$ cat config.mk
export PLATFORM = sky130hd
export DESIGN_NAME = adpll_mesh_top
export DESIGN_NICKNAME = d
export VERILOG_FILES = /design/src/rtl/ring_net_pkg.sv /design/src/rtl/adpll_mesh_top.sv /design/src/rtl/adpll_node.sv /design/src/rtl/error_combiner.sv /design/src/rtl/loop_filter.sv /design/src/rtl/mesh_config.sv /design/src/rtl/phase_accum.sv /design/src/rtl/phase_detector.sv
export SDC_FILE = /design/constraint.sdc
export NUM_CORES = 2
export LEC_CHECK = 0
export ABC_AREA = 0
export BUFFER_PORTS_ARGS = -buffer_cell sky130_fd_sc_hd__clkbuf_2
export CAP_MARGIN = 10
export CORE_MARGIN = 4
export CORE_UTILIZATION = 34
export CTS_BUF_LIST = sky130_fd_sc_hd__clkbuf_2 sky130_fd_sc_hd__clkbuf_4 sky130_fd_sc_hd__clkbuf_8
export DETAILED_ROUTE_END_ITERATION = 8
export GPL_ROUTABILITY_DRIVEN = 1
export SLEW_MARGIN = 0
export SYNTH_ARGS = -nofsm -noshare
export SYNTH_HDL_FRONTEND = slang
export SYNTH_SLANG_ARGS = --single-unit
export TNS_END_PERCENT = 5
$ cat constraint.sdc
create_clock -name clk258_x -period 15 [get_ports clk258_x]
set_input_delay 3 -clock clk258_x [delete_from_list [all_inputs] [get_ports clk258_x]]
set_output_delay 3 -clock clk258_x [all_outputs]
set_load 0.005 [all_outputs]
$ cat src/rtl/ring_net_pkg.sv
package ring_net_pkg;

    localparam int PDET_WIDTH  = 5;               // phase error bits
    localparam int ACCUM_WIDTH = 12;              // reference nco
    localparam int DCO_WIDTH   = 8;               // node dco accumulator
    localparam int SUM_WIDTH   = 2 * PDET_WIDTH;  // combined error

    typedef logic signed [PDET_WIDTH-1:0] pdet_err_t;

    typedef struct packed {
        pdet_err_t err_left;   // vs left reference
        pdet_err_t err_above;  // vs upper reference
    } node_err_t;

    typedef struct packed {
        logic [3:0] w_left;
        logic [3:0] w_above;
        logic [3:0] w_right;
        logic [3:0] w_below;
    } weight_set_t;

    typedef struct packed {
        logic [3:0] kp;
        logic [3:0] ki;
    } gain_cfg_t;

    typedef struct packed {
        logic                   enable;
        logic                   uni_dir;
        logic                   spare;
        logic                   load_ref;
        logic [ACCUM_WIDTH-1:0] ref_word;
    } ref_view_t;

    typedef struct packed {
        logic       enable;
        logic       uni_dir;
        logic       spare;
        logic       load_ref;
        logic [3:0] kp;
        logic [3:0] pad;
        logic [3:0] ki;
    } gain_view_t;

    // same 16 switches, meaning picked by load_ref
    typedef union packed {
        ref_view_t  ref_view;
        gain_view_t gain_view;
    } switch_word_u;

endpackage

$ cat src/rtl/adpll_mesh_top.sv
`timescale 1ns/100ps

module adpll_mesh_top #(
    parameter int BIAS    = 30,
    parameter int KP_FRAC = 3,
    parameter int KI_FRAC = 6
) (
    input  logic                       clk258_x,
    input  logic                       reset_i,
    input  ring_net_pkg::switch_word_u cfg_word_i,
    output logic                       ref_clk_o,
    output logic [3:0]                 gen_o,
    output ring_net_pkg::node_err_t    err11_o,
    output ring_net_pkg::gain_cfg_t    gains_o
);
    import ring_net_pkg::*;

    localparam int N11 = 0;
    localparam int N12 = 1;
    localparam int N21 = 2;
    localparam int N22 = 3;

    logic [ACCUM_WIDTH-1:0] ref_word;
    gain_cfg_t              gains;
    logic                   enable;
    weight_set_t [0:3]      weights;
    logic [3:0]             div8;
    logic [3:0]             ref_left;
    logic [3:0]             ref_above;
    node_err_t [0:3]        err;
    node_err_t [0:3]        right_err;
    node_err_t [0:3]        below_err;

    mesh_config u_cfg (
        .clk258_x   (clk258_x),
        .reset_i    (reset_i),
        .cfg_word_i (cfg_word_i),
        .ref_word_o (ref_word),
        .gains_o    (gains),
        .enable_o   (enable),
        .weights_o  (weights)
    );

    phase_accum #(
        .WIDTH (ACCUM_WIDTH)
    ) u_ref_nco (
        .clk258_x (clk258_x),
        .reset_i  (reset_i),
        .word_i   (ref_word),
        .clk_o    (ref_clk_o)
    );

    assign ref_left[N11]  = ref_clk_o;
    assign ref_above[N11] = div8[N11];    // no upper neighbour, loops back
    assign right_err[N11] = err[N12];
    assign below_err[N11] = err[N21];

    assign ref_left[N12]  = div8[N11];
    assign ref_above[N12] = div8[N12];
    assign right_err[N12] = '0;
    assign below_err[N12] = err[N22];

    assign ref_left[N21]  = div8[N21];    // no left neighbour
    assign ref_above[N21] = div8[N11];
    assign right_err[N21] = err[N22];
    assign below_err[N21] = '0;

    assign ref_left[N22]  = div8[N21];
    assign ref_above[N22] = div8[N12];
    assign right_err[N22] = '0;
    assign below_err[N22] = '0;

    for (genvar g = 0; g < 4; g++)
    begin : g_node
        adpll_node #(
            .BIAS    (BIAS),
            .KP_FRAC (KP_FRAC),
            .KI_FRAC (KI_FRAC)
        ) u_node (
            .clk258_x    (clk258_x),
            .reset_i     (reset_i),
            .enable_i    (enable),
            .ref_left_i  (ref_left[g]),
            .ref_above_i (ref_above[g]),
            .gains_i     (gains),
            .weights_i   (weights[g]),
            .right_i     (right_err[g]),
            .below_i     (below_err[g]),
            .err_o       (err[g]),
            .gen_o       (gen_o[g]),
            .div8_o      (div8[g])
        );
    end

    assign err11_o = err[N11];
    assign gains_o = gains;  // for the display

endmodule

$ cat src/rtl/adpll_node.sv
`timescale 1ns/100ps

module adpll_node #(
    parameter int BIAS    = 30,
    parameter int KP_FRAC = 3,
    parameter int KI_FRAC = 6
) (
    input  logic                      clk258_x,
    input  logic                      reset_i,
    input  logic                      enable_i,
    input  logic                      ref_left_i,
    input  logic                      ref_above_i,
    input  ring_net_pkg::gain_cfg_t   gains_i,
    input  ring_net_pkg::weight_set_t weights_i,
    input  ring_net_pkg::node_err_t   right_i,
    input  ring_net_pkg::node_err_t   below_i,
    output ring_net_pkg::node_err_t   err_o,
    output logic                      gen_o,
    output logic                      div8_o
);
    import ring_net_pkg::*;

    pdet_err_t                   left_err, above_err;
    logic                        left_valid, above_valid;
    node_err_t                   err_q;    // latest detector results
    node_err_t                   err_now;  // includes this cycle's strobes
    logic signed [SUM_WIDTH-1:0] sum;
    logic                        sum_valid;
    logic signed [DCO_WIDTH-1:0] ctrl;
    logic signed [DCO_WIDTH:0]   word_sum;
    logic [DCO_WIDTH-1:0]        dco_word;
    logic                        gen_d;
    logic [2:0]                  div_q;

    phase_detector u_det_left (
        .clk258_x    (clk258_x),
        .reset_i     (reset_i),
        .ref_i       (ref_left_i),
        .fb_i        (div8_o),
        .err_o       (left_err),
        .err_valid_o (left_valid)
    );

    phase_detector u_det_above (
        .clk258_x    (clk258_x),
        .reset_i     (reset_i),
        .ref_i       (ref_above_i),
        .fb_i        (div8_o),
        .err_o       (above_err),
        .err_valid_o (above_valid)
    );

    always_comb
    begin
        err_now.err_left  = left_valid ? left_err : err_q.err_left;
        err_now.err_above = above_valid ? above_err : err_q.err_above;
    end

    always_ff @(posedge clk258_x)
    begin
        if (reset_i)
        begin
            err_q <= '0;
        end
        else
        begin
            err_q <= err_now;
        end
    end

    assign err_o = err_q;

    error_combiner u_comb (
        .clk258_x    (clk258_x),
        .reset_i     (reset_i),
        .own_i       (err_now),
        .own_valid_i (left_valid),
        .right_i     (right_i),
        .below_i     (below_i),
        .weights_i   (weights_i),
        .sum_o       (sum),
        .sum_valid_o (sum_valid)
    );

    loop_filter #(
        .KP_FRAC (KP_FRAC),
        .KI_FRAC (KI_FRAC)
    ) u_filter (
        .clk258_x  (clk258_x),
        .reset_i   (reset_i),
        .enable_i  (enable_i),
        .gains_i   (gains_i),
        .e_i       (sum),
        .e_valid_i (sum_valid),
        .ctrl_o    (ctrl)
    );

    // floored at zero so the dco never runs backwards
    assign word_sum = (DCO_WIDTH + 1)'(BIAS) + ctrl;
    assign dco_word = word_sum[DCO_WIDTH] ? '0 : word_sum[DCO_WIDTH-1:0];

    phase_accum #(
        .WIDTH (DCO_WIDTH)
    ) u_dco (
        .clk258_x (clk258_x),
        .reset_i  (reset_i),
        .word_i   (dco_word),
        .clk_o    (gen_o)
    );

    always_ff @(posedge clk258_x)
    begin
        if (reset_i)
        begin
            gen_d <= 1'b0;
            div_q <= '0;
        end
        else
        begin
            gen_d <= gen_o;
            if (gen_o && !gen_d)
            begin
                div_q <= div_q + 3'd1;  // count dco rising edges
            end
        end
    end

    assign div8_o = div_q[2];

endmodule

$ cat src/rtl/error_combiner.sv
`timescale 1ns/100ps

module error_combiner (
    input  logic                                    clk258_x,
    input  logic                                    reset_i,
    input  ring_net_pkg::node_err_t                 own_i,
    input  logic                                    own_valid_i,
    input  ring_net_pkg::node_err_t                 right_i,
    input  ring_net_pkg::node_err_t                 below_i,
    input  ring_net_pkg::weight_set_t               weights_i,
    output logic signed [ring_net_pkg::SUM_WIDTH-1:0] sum_o,
    output logic                                    sum_valid_o
);
    import ring_net_pkg::*;

    logic signed [SUM_WIDTH+1:0] prod_left, prod_above, prod_right, prod_below;
    logic signed [SUM_WIDTH+1:0] total;

    always_comb
    begin
        prod_left  = $signed({1'b0, weights_i.w_left}) * own_i.err_left;
        prod_above = $signed({1'b0, weights_i.w_above}) * own_i.err_above;
        prod_right = $signed({1'b0, weights_i.w_right}) * right_i.err_left;
        prod_below = $signed({1'b0, weights_i.w_below}) * below_i.err_above;
        total      = prod_left + prod_above - prod_right - prod_below;  // neighbours pull back
    end

    always_ff @(posedge clk258_x)
    begin
        if (reset_i)
        begin
            sum_valid_o <= 1'b0;
        end
        else
        begin
            sum_valid_o <= own_valid_i;
        end
    end

    always_ff @(posedge clk258_x)
    begin
        if (own_valid_i)
        begin
            sum_o <= total[SUM_WIDTH+1:2];  // divide by 4, sign kept
        end
    end

endmodule

$ cat src/rtl/loop_filter.sv
`timescale 1ns/100ps

module loop_filter #(
    parameter int KP_FRAC = 3,
    parameter int KI_FRAC = 6
) (
    input  logic                                      clk258_x,
    input  logic                                      reset_i,
    input  logic                                      enable_i,
    input  ring_net_pkg::gain_cfg_t                   gains_i,
    input  logic signed [ring_net_pkg::SUM_WIDTH-1:0] e_i,
    input  logic                                      e_valid_i,
    output logic signed [ring_net_pkg::DCO_WIDTH-1:0] ctrl_o
);
    import ring_net_pkg::*;

    localparam int IW = 18;
    localparam logic signed [IW-1:0] CTRL_MAX  = IW'(2 ** (DCO_WIDTH - 2) - 1);
    localparam logic signed [IW-1:0] INTEG_MAX = CTRL_MAX <<< KI_FRAC;

    logic signed [IW-1:0] p_term;
    logic signed [IW-1:0] integ_q;     // KI_FRAC fraction bits
    logic signed [IW-1:0] integ_next;
    logic signed [IW-1:0] ctrl_sum;

    function automatic logic signed [IW-1:0] clamp(input logic signed [IW-1:0] v,
                                                   input logic signed [IW-1:0] lim);
        if (v > lim)
            return lim;
        else if (v < -lim)
            return -lim;
        else
            return v;
    endfunction

    always_comb
    begin
        p_term     = ($signed({1'b0, gains_i.kp}) * e_i) >>> KP_FRAC;
        integ_next = clamp(integ_q + $signed({1'b0, gains_i.ki}) * e_i, INTEG_MAX);
        ctrl_sum   = clamp(p_term + (integ_next >>> KI_FRAC), CTRL_MAX);
    end

    always_ff @(posedge clk258_x)
    begin
        if (reset_i || !enable_i)
        begin
            integ_q <= '0;  // dco free-runs at bias
            ctrl_o  <= '0;
        end
        else if (e_valid_i)
        begin
            integ_q <= integ_next;
            ctrl_o  <= ctrl_sum[DCO_WIDTH-1:0];
        end
    end

endmodule

$ cat src/rtl/mesh_config.sv
`timescale 1ns/100ps

module mesh_config (
    input  logic                                   clk258_x,
    input  logic                                   reset_i,
    input  ring_net_pkg::switch_word_u             cfg_word_i,
    output logic [ring_net_pkg::ACCUM_WIDTH-1:0]   ref_word_o,
    output ring_net_pkg::gain_cfg_t                gains_o,
    output logic                                   enable_o,
    output ring_net_pkg::weight_set_t [0:3]        weights_o
);
    import ring_net_pkg::*;

    // node order 11, 12, 21, 22; fields left/above/right/below
    localparam weight_set_t [0:3] UNI_TABLE = '{
        '{4'd4, 4'd0, 4'd0, 4'd0},
        '{4'd4, 4'd0, 4'd0, 4'd0},
        '{4'd0, 4'd4, 4'd0, 4'd0},
        '{4'd2, 4'd2, 4'd0, 4'd0}
    };
    localparam weight_set_t [0:3] BI_TABLE = '{
        '{4'd2, 4'd0, 4'd1, 4'd1},
        '{4'd2, 4'd0, 4'd0, 4'd2},
        '{4'd0, 4'd2, 4'd2, 4'd0},
        '{4'd2, 4'd2, 4'd0, 4'd0}
    };

    logic uni_dir_q;

    always_ff @(posedge clk258_x)
    begin
        if (reset_i)
        begin
            ref_word_o <= '0;
            gains_o    <= '0;
            enable_o   <= 1'b0;
            uni_dir_q  <= 1'b0;
        end
        else
        begin
            enable_o  <= cfg_word_i.ref_view.enable;
            uni_dir_q <= cfg_word_i.ref_view.uni_dir;
            if (cfg_word_i.ref_view.load_ref)
            begin
                ref_word_o <= cfg_word_i.ref_view.ref_word;  // gains held
            end
            else
            begin
                gains_o.kp <= cfg_word_i.gain_view.kp;
                gains_o.ki <= cfg_word_i.gain_view.ki;
            end
        end
    end

    assign weights_o = uni_dir_q ? UNI_TABLE : BI_TABLE;

endmodule

$ cat src/rtl/phase_accum.sv
`timescale 1ns/100ps

module phase_accum #(
    parameter int WIDTH = 8
) (
    input  logic             clk258_x,
    input  logic             reset_i,
    input  logic [WIDTH-1:0] word_i,
    output logic             clk_o
);

    logic [WIDTH-1:0] accum_q;

    always_ff @(posedge clk258_x)
    begin
        if (reset_i)
        begin
            accum_q <= '0;
        end
        else
        begin
            accum_q <= accum_q + word_i;  // wraps modulo 2^WIDTH
        end
    end

    assign clk_o = accum_q[WIDTH-1];  // msb is the square wave

    // half a turn per cycle or more would alias the output
    word_below_half_a : assert property (@(posedge clk258_x) disable iff (reset_i)
        !word_i[WIDTH-1]);

endmodule

$ cat src/rtl/phase_detector.sv
`timescale 1ns/100ps

module phase_detector (
    input  logic                    clk258_x,
    input  logic                    reset_i,
    input  logic                    ref_i,
    input  logic                    fb_i,
    output ring_net_pkg::pdet_err_t err_o,
    output logic                    err_valid_o
);
    import ring_net_pkg::*;

    localparam pdet_err_t SAT_POS = 5'sd15;
    localparam pdet_err_t SAT_NEG = -5'sd15;

    logic      ref_d, fb_d;
    logic      ref_rise, fb_rise;
    logic      busy_q;     // first edge seen
    logic      ref_led_q;  // count direction
    pdet_err_t cnt_q;

    assign ref_rise = ref_i & ~ref_d;
    assign fb_rise  = fb_i & ~fb_d;

    always_ff @(posedge clk258_x)
    begin
        if (reset_i)
        begin
            ref_d       <= 1'b0;
            fb_d        <= 1'b0;
            busy_q      <= 1'b0;
            ref_led_q   <= 1'b0;
            cnt_q       <= '0;
            err_o       <= '0;
            err_valid_o <= 1'b0;
        end
        else
        begin
            ref_d       <= ref_i;
            fb_d        <= fb_i;
            err_valid_o <= 1'b0;
            if (!busy_q)
            begin
                if (ref_rise && fb_rise)
                begin
                    err_o       <= '0;  // aligned edges
                    err_valid_o <= 1'b1;
                end
                else if (ref_rise || fb_rise)
                begin
                    busy_q    <= 1'b1;
                    ref_led_q <= ref_rise;
                    cnt_q     <= ref_rise ? 5'sd1 : -5'sd1;
                end
            end
            else if (ref_led_q ? fb_rise : ref_rise)
            begin
                busy_q      <= 1'b0;  // lagging edge closes the window
                err_o       <= cnt_q;
                err_valid_o <= 1'b1;
            end
            else if (ref_led_q && cnt_q != SAT_POS)
            begin
                cnt_q <= cnt_q + 5'sd1;
            end
            else if (!ref_led_q && cnt_q != SAT_NEG)
            begin
                cnt_q <= cnt_q - 5'sd1;
            end
        end
    end

    single_strobe_a : assert property (@(posedge clk258_x) disable iff (reset_i)
        err_valid_o |=> !err_valid_o);

endmodule

# == Yosys cells after proc, flatten, opt, wreduce, memory -nomap -nowiden ==
# Cells that the tools add are included.
# op_classes
addsub,42
n_mul,20
n_lt_le_gt_ge,16
n_eq_ne,33
muxes,142
n_bitwise,26
n_reduce_logical,66
# ops
cell,count
$mux W5,75
$mux W18,8
$mul A5 B10 Y15,8
$mul A5 B5 Y10,11
$mux W8,12
$add A18 B15 Y18,4
$gt A18 B13 Y1 const B,4
$lt A18 B13 Y1 const B,4
$ne A5 B5 Y1 const B,13
$mux W63,1
$add A12 B12 Y13,4
$gt A13 B7 Y1 const B,4
$lt A13 B7 Y1 const B,4
$mux W1,46
$sub A5 B2 Y5 const B,8
$add A6 B8 Y9 const A,4
$sub A11 B10 Y12,3
$add A10 B10 Y11,3
$add A8 B8 Y8,4
$add A5 B2 Y5 const B,5
$reduce_and A3 Y1,8
$not A1 Y1,21
$ne A2 B2 Y1 const B,10
$reduce_and A4 Y1,5
other kinds (14),76
# totals
regBits,376
in_bits,18
output_inout_bits,23
elab_cells,429

# == Depth between registers and ports, before layout ==
# depth
ltp_word,9
depth_mapped,37
ltp_nobuf,34

# == Cells and area by module ==
# From an unflattened synthesis, not the netlist that was laid out.
# hier_totals
hier_cells,6291
area_unflattened_um2,54827.6
# modules_own_cells
mod,instances,cells_per_inst,area_per_inst_um2,seq_area_each_um2
error_combiner (g_node[0].u_node.u_comb ...),3,471,4365.4,320.3
loop_filter (g_node[2].u_node.u_filter ...),2,740,5974.5,520.5
phase_detector,8,92,820.8,300.3
loop_filter (g_node[0].u_node.u_filter),1,736,6027.0,520.5
loop_filter (g_node[1].u_node.u_filter),1,716,5823.1,520.5
error_combiner (g_node[1].u_node.u_comb),1,472,4365.4,320.3
adpll_node,4,71,706.9,280.3
phase_accum (g_node[0].u_node.u_dco ...),4,59,534.3,160.2
mesh_config,1,134,1244.9,440.4
phase_accum (u_ref_nco),1,83,787.0,240.2
adpll_mesh_top,1,1,3.8,0.0

# == Worst setup path after synthesis ==
# No wires, ideal clock.
# synth_timing
path_type,reg2reg
startpoint,register u_cfg.gains_o[1] (netlist name)
endpoint,register g_node[1].u_node.u_filter.ctrl_o[1] (netlist name)
setup_time_ns,0.152
arrival_time_ns,7.534
t_required_ns,14.848
setup_slack_ns,7.314
path_stages_with_launch,36
path_buffers,3
synth_period_minus_slack_ns,7.686
path_cell_list,dfxtp_1 > clkbuf_1 > clkbuf_1 > nand2_1 > fa_1 > inv_1 > fa_1 > inv_1 > fa_1 > inv_1 > ha_1 > a21o_1 > and2_1 > or4_1 > a21o_1 > nand3_1 > nand2_1 > nor4b_1 > o31ai_1 > nand2b_1 > nor2b_1 > clkbuf_1 > nand2_1 > ha_1 > a21o_1 > a21oi_1 > o21bai_1 > a21oi_1 > o21bai_1 > a31oi_1 > nor2b_1 > nor2_1 > xnor2_1 > or4_1 > o32ai_1 > a221oi_1
# synth_via
elab_chain_cells,9
word_cells_on_any_way,11
cone_classes,2 x add/sub; 1 x mul; 4 x order compare; 4 x mux
# synth_lines
element,line_no,source
$mul A5 B10 Y15 (*),loop_filter.sv:39,"integ_next = clamp(integ_q + $signed({1'b0, gains_i.ki}) * e_i, INTEG_MAX);"
$add A18 B15 Y18 (*),loop_filter.sv:39,
$lt A18 B13 Y1,loop_filter.sv:30,else if (v < -lim)
$mux W18,loop_filter.sv:30,
$mux W18 (*),loop_filter.sv:28,if (v > lim)
via g_node[1].u_node.u_filter.integ_next[6],loop_filter.sv:23,logic signed [IW-1:0] integ_next;
$add A12 B12 Y13 (*),loop_filter.sv:40,"ctrl_sum = clamp(p_term + (integ_next >>> KI_FRAC), CTRL_MAX);"
$lt A13 B7 Y1,loop_filter.sv:30,
$mux W8,loop_filter.sv:30,
$mux W8 (*),loop_filter.sv:28,
"end signal, assigned",loop_filter.sv:53,ctrl_o <= ctrl_sum[DCO_WIDTH-1:0];
"end, declared",loop_filter.sv:13,output logic signed [ring_net_pkg::DCO_WIDTH-1:0] ctrl_o
# Mark *: on every way through the listed nets, which the timed path passes. The rest lies on a longest branch.
# A chain may end at the register's enable or synchronous reset.

# == Worst setup path in the final report ==
# layout_timing
startpoint,register u_cfg.gains_o[1] (netlist name)
endpoint,register g_node[1].u_node.u_filter.ctrl_o[2] (netlist name)
# layout_via
elab_chain_cells,9
word_cells_on_any_way,11
cone_classes,2 x add/sub; 1 x mul; 4 x order compare; 4 x mux
# layout_lines
element,line_no
$mul A5 B10 Y15 (*),loop_filter.sv:39
$add A18 B15 Y18 (*),loop_filter.sv:39
$lt A18 B13 Y1,loop_filter.sv:30
$mux W18,loop_filter.sv:30
$mux W18 (*),loop_filter.sv:28
via g_node[1].u_node.u_filter.integ_next[6],loop_filter.sv:23
$add A12 B12 Y13 (*),loop_filter.sv:40
$lt A13 B7 Y1,loop_filter.sv:30
$mux W8,loop_filter.sv:30
$mux W8 (*),loop_filter.sv:28
# Marked as above.

==> results_dict.tcl <==
set metrics [dict create \
    max_freq_mhz 109 \
    setup_viol 0 \
    pre_cts_ws_ns 5.97 \
    synth-seq-area-share 0.195 \
    met3_length_um 2660 \
    io_buffers 39 \
    cts_sinks 359 \
    ys_warn_count 0 \
    syn_area_um2 38900 \
    drv_slew 0 \
    drv_cap 0 \
    drive_gt1_frac 0.0561 \
    grt_pass1_wl_um 143000 \
    clk_pin_slew_worst_paths_ns 0.07 \
    synth_top_area_frac 0.166 \
    viasPerCell 4.81 \
    grt_usage 0.139 \
    layout.cells.non_filler 6123 \
    postCtsSetupBuffers 0 \
    root_buffer "clkbuf_8" \
    drtAntennaViolNets 0 \
    first_pass_iters 5 \
    max_stage_delay_ns 0.73 \
    worst_r2r_endpoint "g_node[1].u_node.u_filter.ctrl_o[2]" \
    synthCells 4562 \
    end_kind "flip-flop" \
    path_max_fanout 21 \
    regToRegStartpoint "u_cfg.gains_o[1]" \
    rrSetupSlack_ns 5.84 \
    final-hold-violation-count 0 \
    finalWirelength_um 83000 \
    path_delay_family "simple AND/OR/NAND/NOR gates" \
    grt_pass1_vias 29564 \
    placed_area_um2 40600 \
    post-route-period-util 0.611 \
    async_flop_share 0 \
    drc 0 \
    hpwl_um 63700 \
    ctsHoldBuffers 0 \
    dieArea_um2 120000 \
    cts_buffer_depth 3 \
    cp_common_cell "inv_1" \
    synth_enable_flop_cells 39 \
    start_util 0.344 \
    wl_met1_um 41400 \
    rsz0062_at_grt "false" \
    setup_ws_ns 5.84 \
    r2r_cells 33 \
    tns_ns 0 \
    place_congestion 0.850 \
    fin_crit_ns 9.16 \
    layout.nets 5401 \
    core_area_um2 113000 \
    ys_top_cells_by_area "fa_1 17%, dfxtp_1 16%, ha_1 16%, inv_1 7.3%, xnor2_1 4.5%" \
    die_w_um 346 \
    synth_top_area_cell "fa_1" \
    htree_levels 3 \
    dp.cells 5986 \
    finClkSkew_ns 0.0684 \
    drt_iter0_drc 1250 \
    postLayoutCellArea_um2 42300 \
    vias 29462 \
    tightest_slew_ns 0.970 \
    fill_cells 11567 \
    p_per_area_nw_per_um2 77.9 \
    synth_seq_cells 359 \
    area_growth_pct 8.61 \
    grt_max_degree 76 \
    overflow 0 \
    worstSetupPathType "flip-flop to flip-flop" \
    grt_antenna_before_repair 1 \
    wl_met2_um 37400 \
    post_cts_resized 0 \
    worstPathArrival_ns 9.68 \
    ys_dominant_reg_cell "dfxtp_1" \
    synth_most_common_cell "inv_1" \
    start_kind "flip-flop" \
    min_path_type "flip-flop to flip-flop" \
    die_y_um 346 \
    cp_slowest_cell "o32ai_1" \
    post_drt_wl_per_cell_um 13.6 \
    synth_cell_types 88 \
    hold_depth 1 \
    cp-endpoint "g_node[1].u_node.u_filter.ctrl_o[2]" \
    cp-startpoint "u_cfg.gains_o[1]" \
    p_leak_nw 20.1 \
    cts_made_buffers 74 \
    routed.top_layer "met4" \
    rows 123 \
    cp.required_ns 15.52 \
    maxSlewHeadroom 0.345 \
    clk-insertion-delay-late_ns 0.70 \
    cts_tree "done" \
    synth_top_cells_by_count "758 x inv_1, 498 x ha_1, 347 x nor2_1" \
    status "finished clean" \
    syn_area_per_cell_um2 8.54 \
    crit_cells 33 \
    peakVddDrop_mv 0.0533 \
    ios 41 \
    cp.buffers_inverters 5 \
]
-- power breakdown --
part	total (mW)	internal (mW)	switching, mW
Sequential	1.03	1.01	0.0185
Combinational	1.10	0.457	0.639
Clock	1.17	0.664	0.507
-- cell usage in the layout, fill, tap and decap left out, types with 63 or more instances in the layout --
cell,netlist,final
nor2_1,347,347
nor3_1,74,74
o21a_1,70,70
nor2b_1,98,97
xor2_1,75,75
fa_1,323,323
clkbuf_8,0,94
xnor2_1,199,199
nand2b_1,64,63
dfxtp_1,320,318
a21o_1,87,87
a21oi_1,256,256
nand3_1,67,67
mux2i_1,89,89
and2_1,215,215
inv_1,758,758
ha_1,498,498
nand2_1,290,290
o21ai_0,115,115
-- worst register-to-register path, delay by kind of cell, from the launching register on --
family          cells  cell delay (ns)
buf+inv             5             0.66
simple gates       12             3.63
flops               1             0.33
xor+xnor            1             0.10
compound gates     10             2.27
fa+ha+maj           5             2.00
-- how the worst min path moves through the flow --
| stage | from | end | slack [ns] |
|---|---|---|---|
| floorplan | g_node[2].u_node.u_det_above.ref_d | g_node[0].u_node.u_det_above.err_valid_o | 0.38 |
| global placement | g_node[3].u_node.u_det_above.ref_d | g_node[1].u_node.u_det_above.err_valid_o | 0.39 |
| detailed placement | g_node[2].u_node.u_det_above.ref_d | g_node[0].u_node.u_det_above.err_valid_o | 0.39 |
| CTS | g_node[2].u_node.u_det_above.ref_d | g_node[0].u_node.u_det_above.err_valid_o | 0.40 |
| global route | g_node[2].u_node.u_det_above.ref_d | g_node[0].u_node.u_det_above.err_valid_o | 0.43 |
| finish | g_node[2].u_node.u_det_above.ref_d | g_node[0].u_node.u_det_above.err_valid_o | 0.40 |
-- layer usage --
layer	GRT usage	up-vias
met5	0	-
met4	0.0321	0
met3	0.0196	116
met2	0.230	358
met1	0.193	14027
li1	-	14961
-- kinds of logic after synthesis --
| logic type | count (synthesis) | synth area share |
|---|---|---|
| buffers and inverters | 905 | 0.0888 |
| and+or+nand+nor | 1276 | 0.162 |
| xor gates and xnor gates | 277 | 0.0632 |
| other | 2 | 0.000193 |
| muxes | 103 | 0.0269 |
| AOI/OAI and AO/OA | 819 | 0.138 |
| adders and majority gates | 821 | 0.326 |
| DFF | 359 | 0.195 |
-- metrics by stage --
step	hold slack, ns	total power, mW	util
2_1_floorplan	0.383	1.91	-
3_3_place_gp	0.391	2.12	0.359
3_5_place_dp	0.390	2.14	0.359
4_1_cts	0.399	3.34	0.374
5_1_grt	0.426	3.53	0.374
6_report	0.397	3.29	0.374
-- state kept, by name (all words and copies together), names as in the netlist, 8 cells and up --
name / cells
g_node.u_node.div_q: 12
g_node.u_node.err_o: 32
g_node.u_node.u_comb.sum_o: 39
g_node.u_node.u_dco.accum_q: 32
g_node.u_node.u_det_above.cnt_q: 20
g_node.u_node.u_det_above.err_o: 16
g_node.u_node.u_det_left.cnt_q: 20
g_node.u_node.u_det_left.err_o: 16
g_node.u_node.u_filter.ctrl_o: 32
g_node.u_node.u_filter.integ_q: 72
u_cfg.gains_o: 8
u_cfg.ref_word_o: 12
u_ref_nco.accum_q: 12
-- final cells by class --
cell class                      count  area [µm²]  share of cell area
Antenna cell                        3        7.51            0.000177
Multi-Input combinational cell   3303       27900               0.660
Clock inverter                     30         295             0.00698
Inverter                          761        2860              0.0675
Clock buffer                      104        1360              0.0322
Sequential cell                   359        7580               0.179
Timing Repair Buffer               63         384             0.00908
Tap cell                         1500        1880              0.0444
Note: power is estimated with default switching activity, not from simulation.
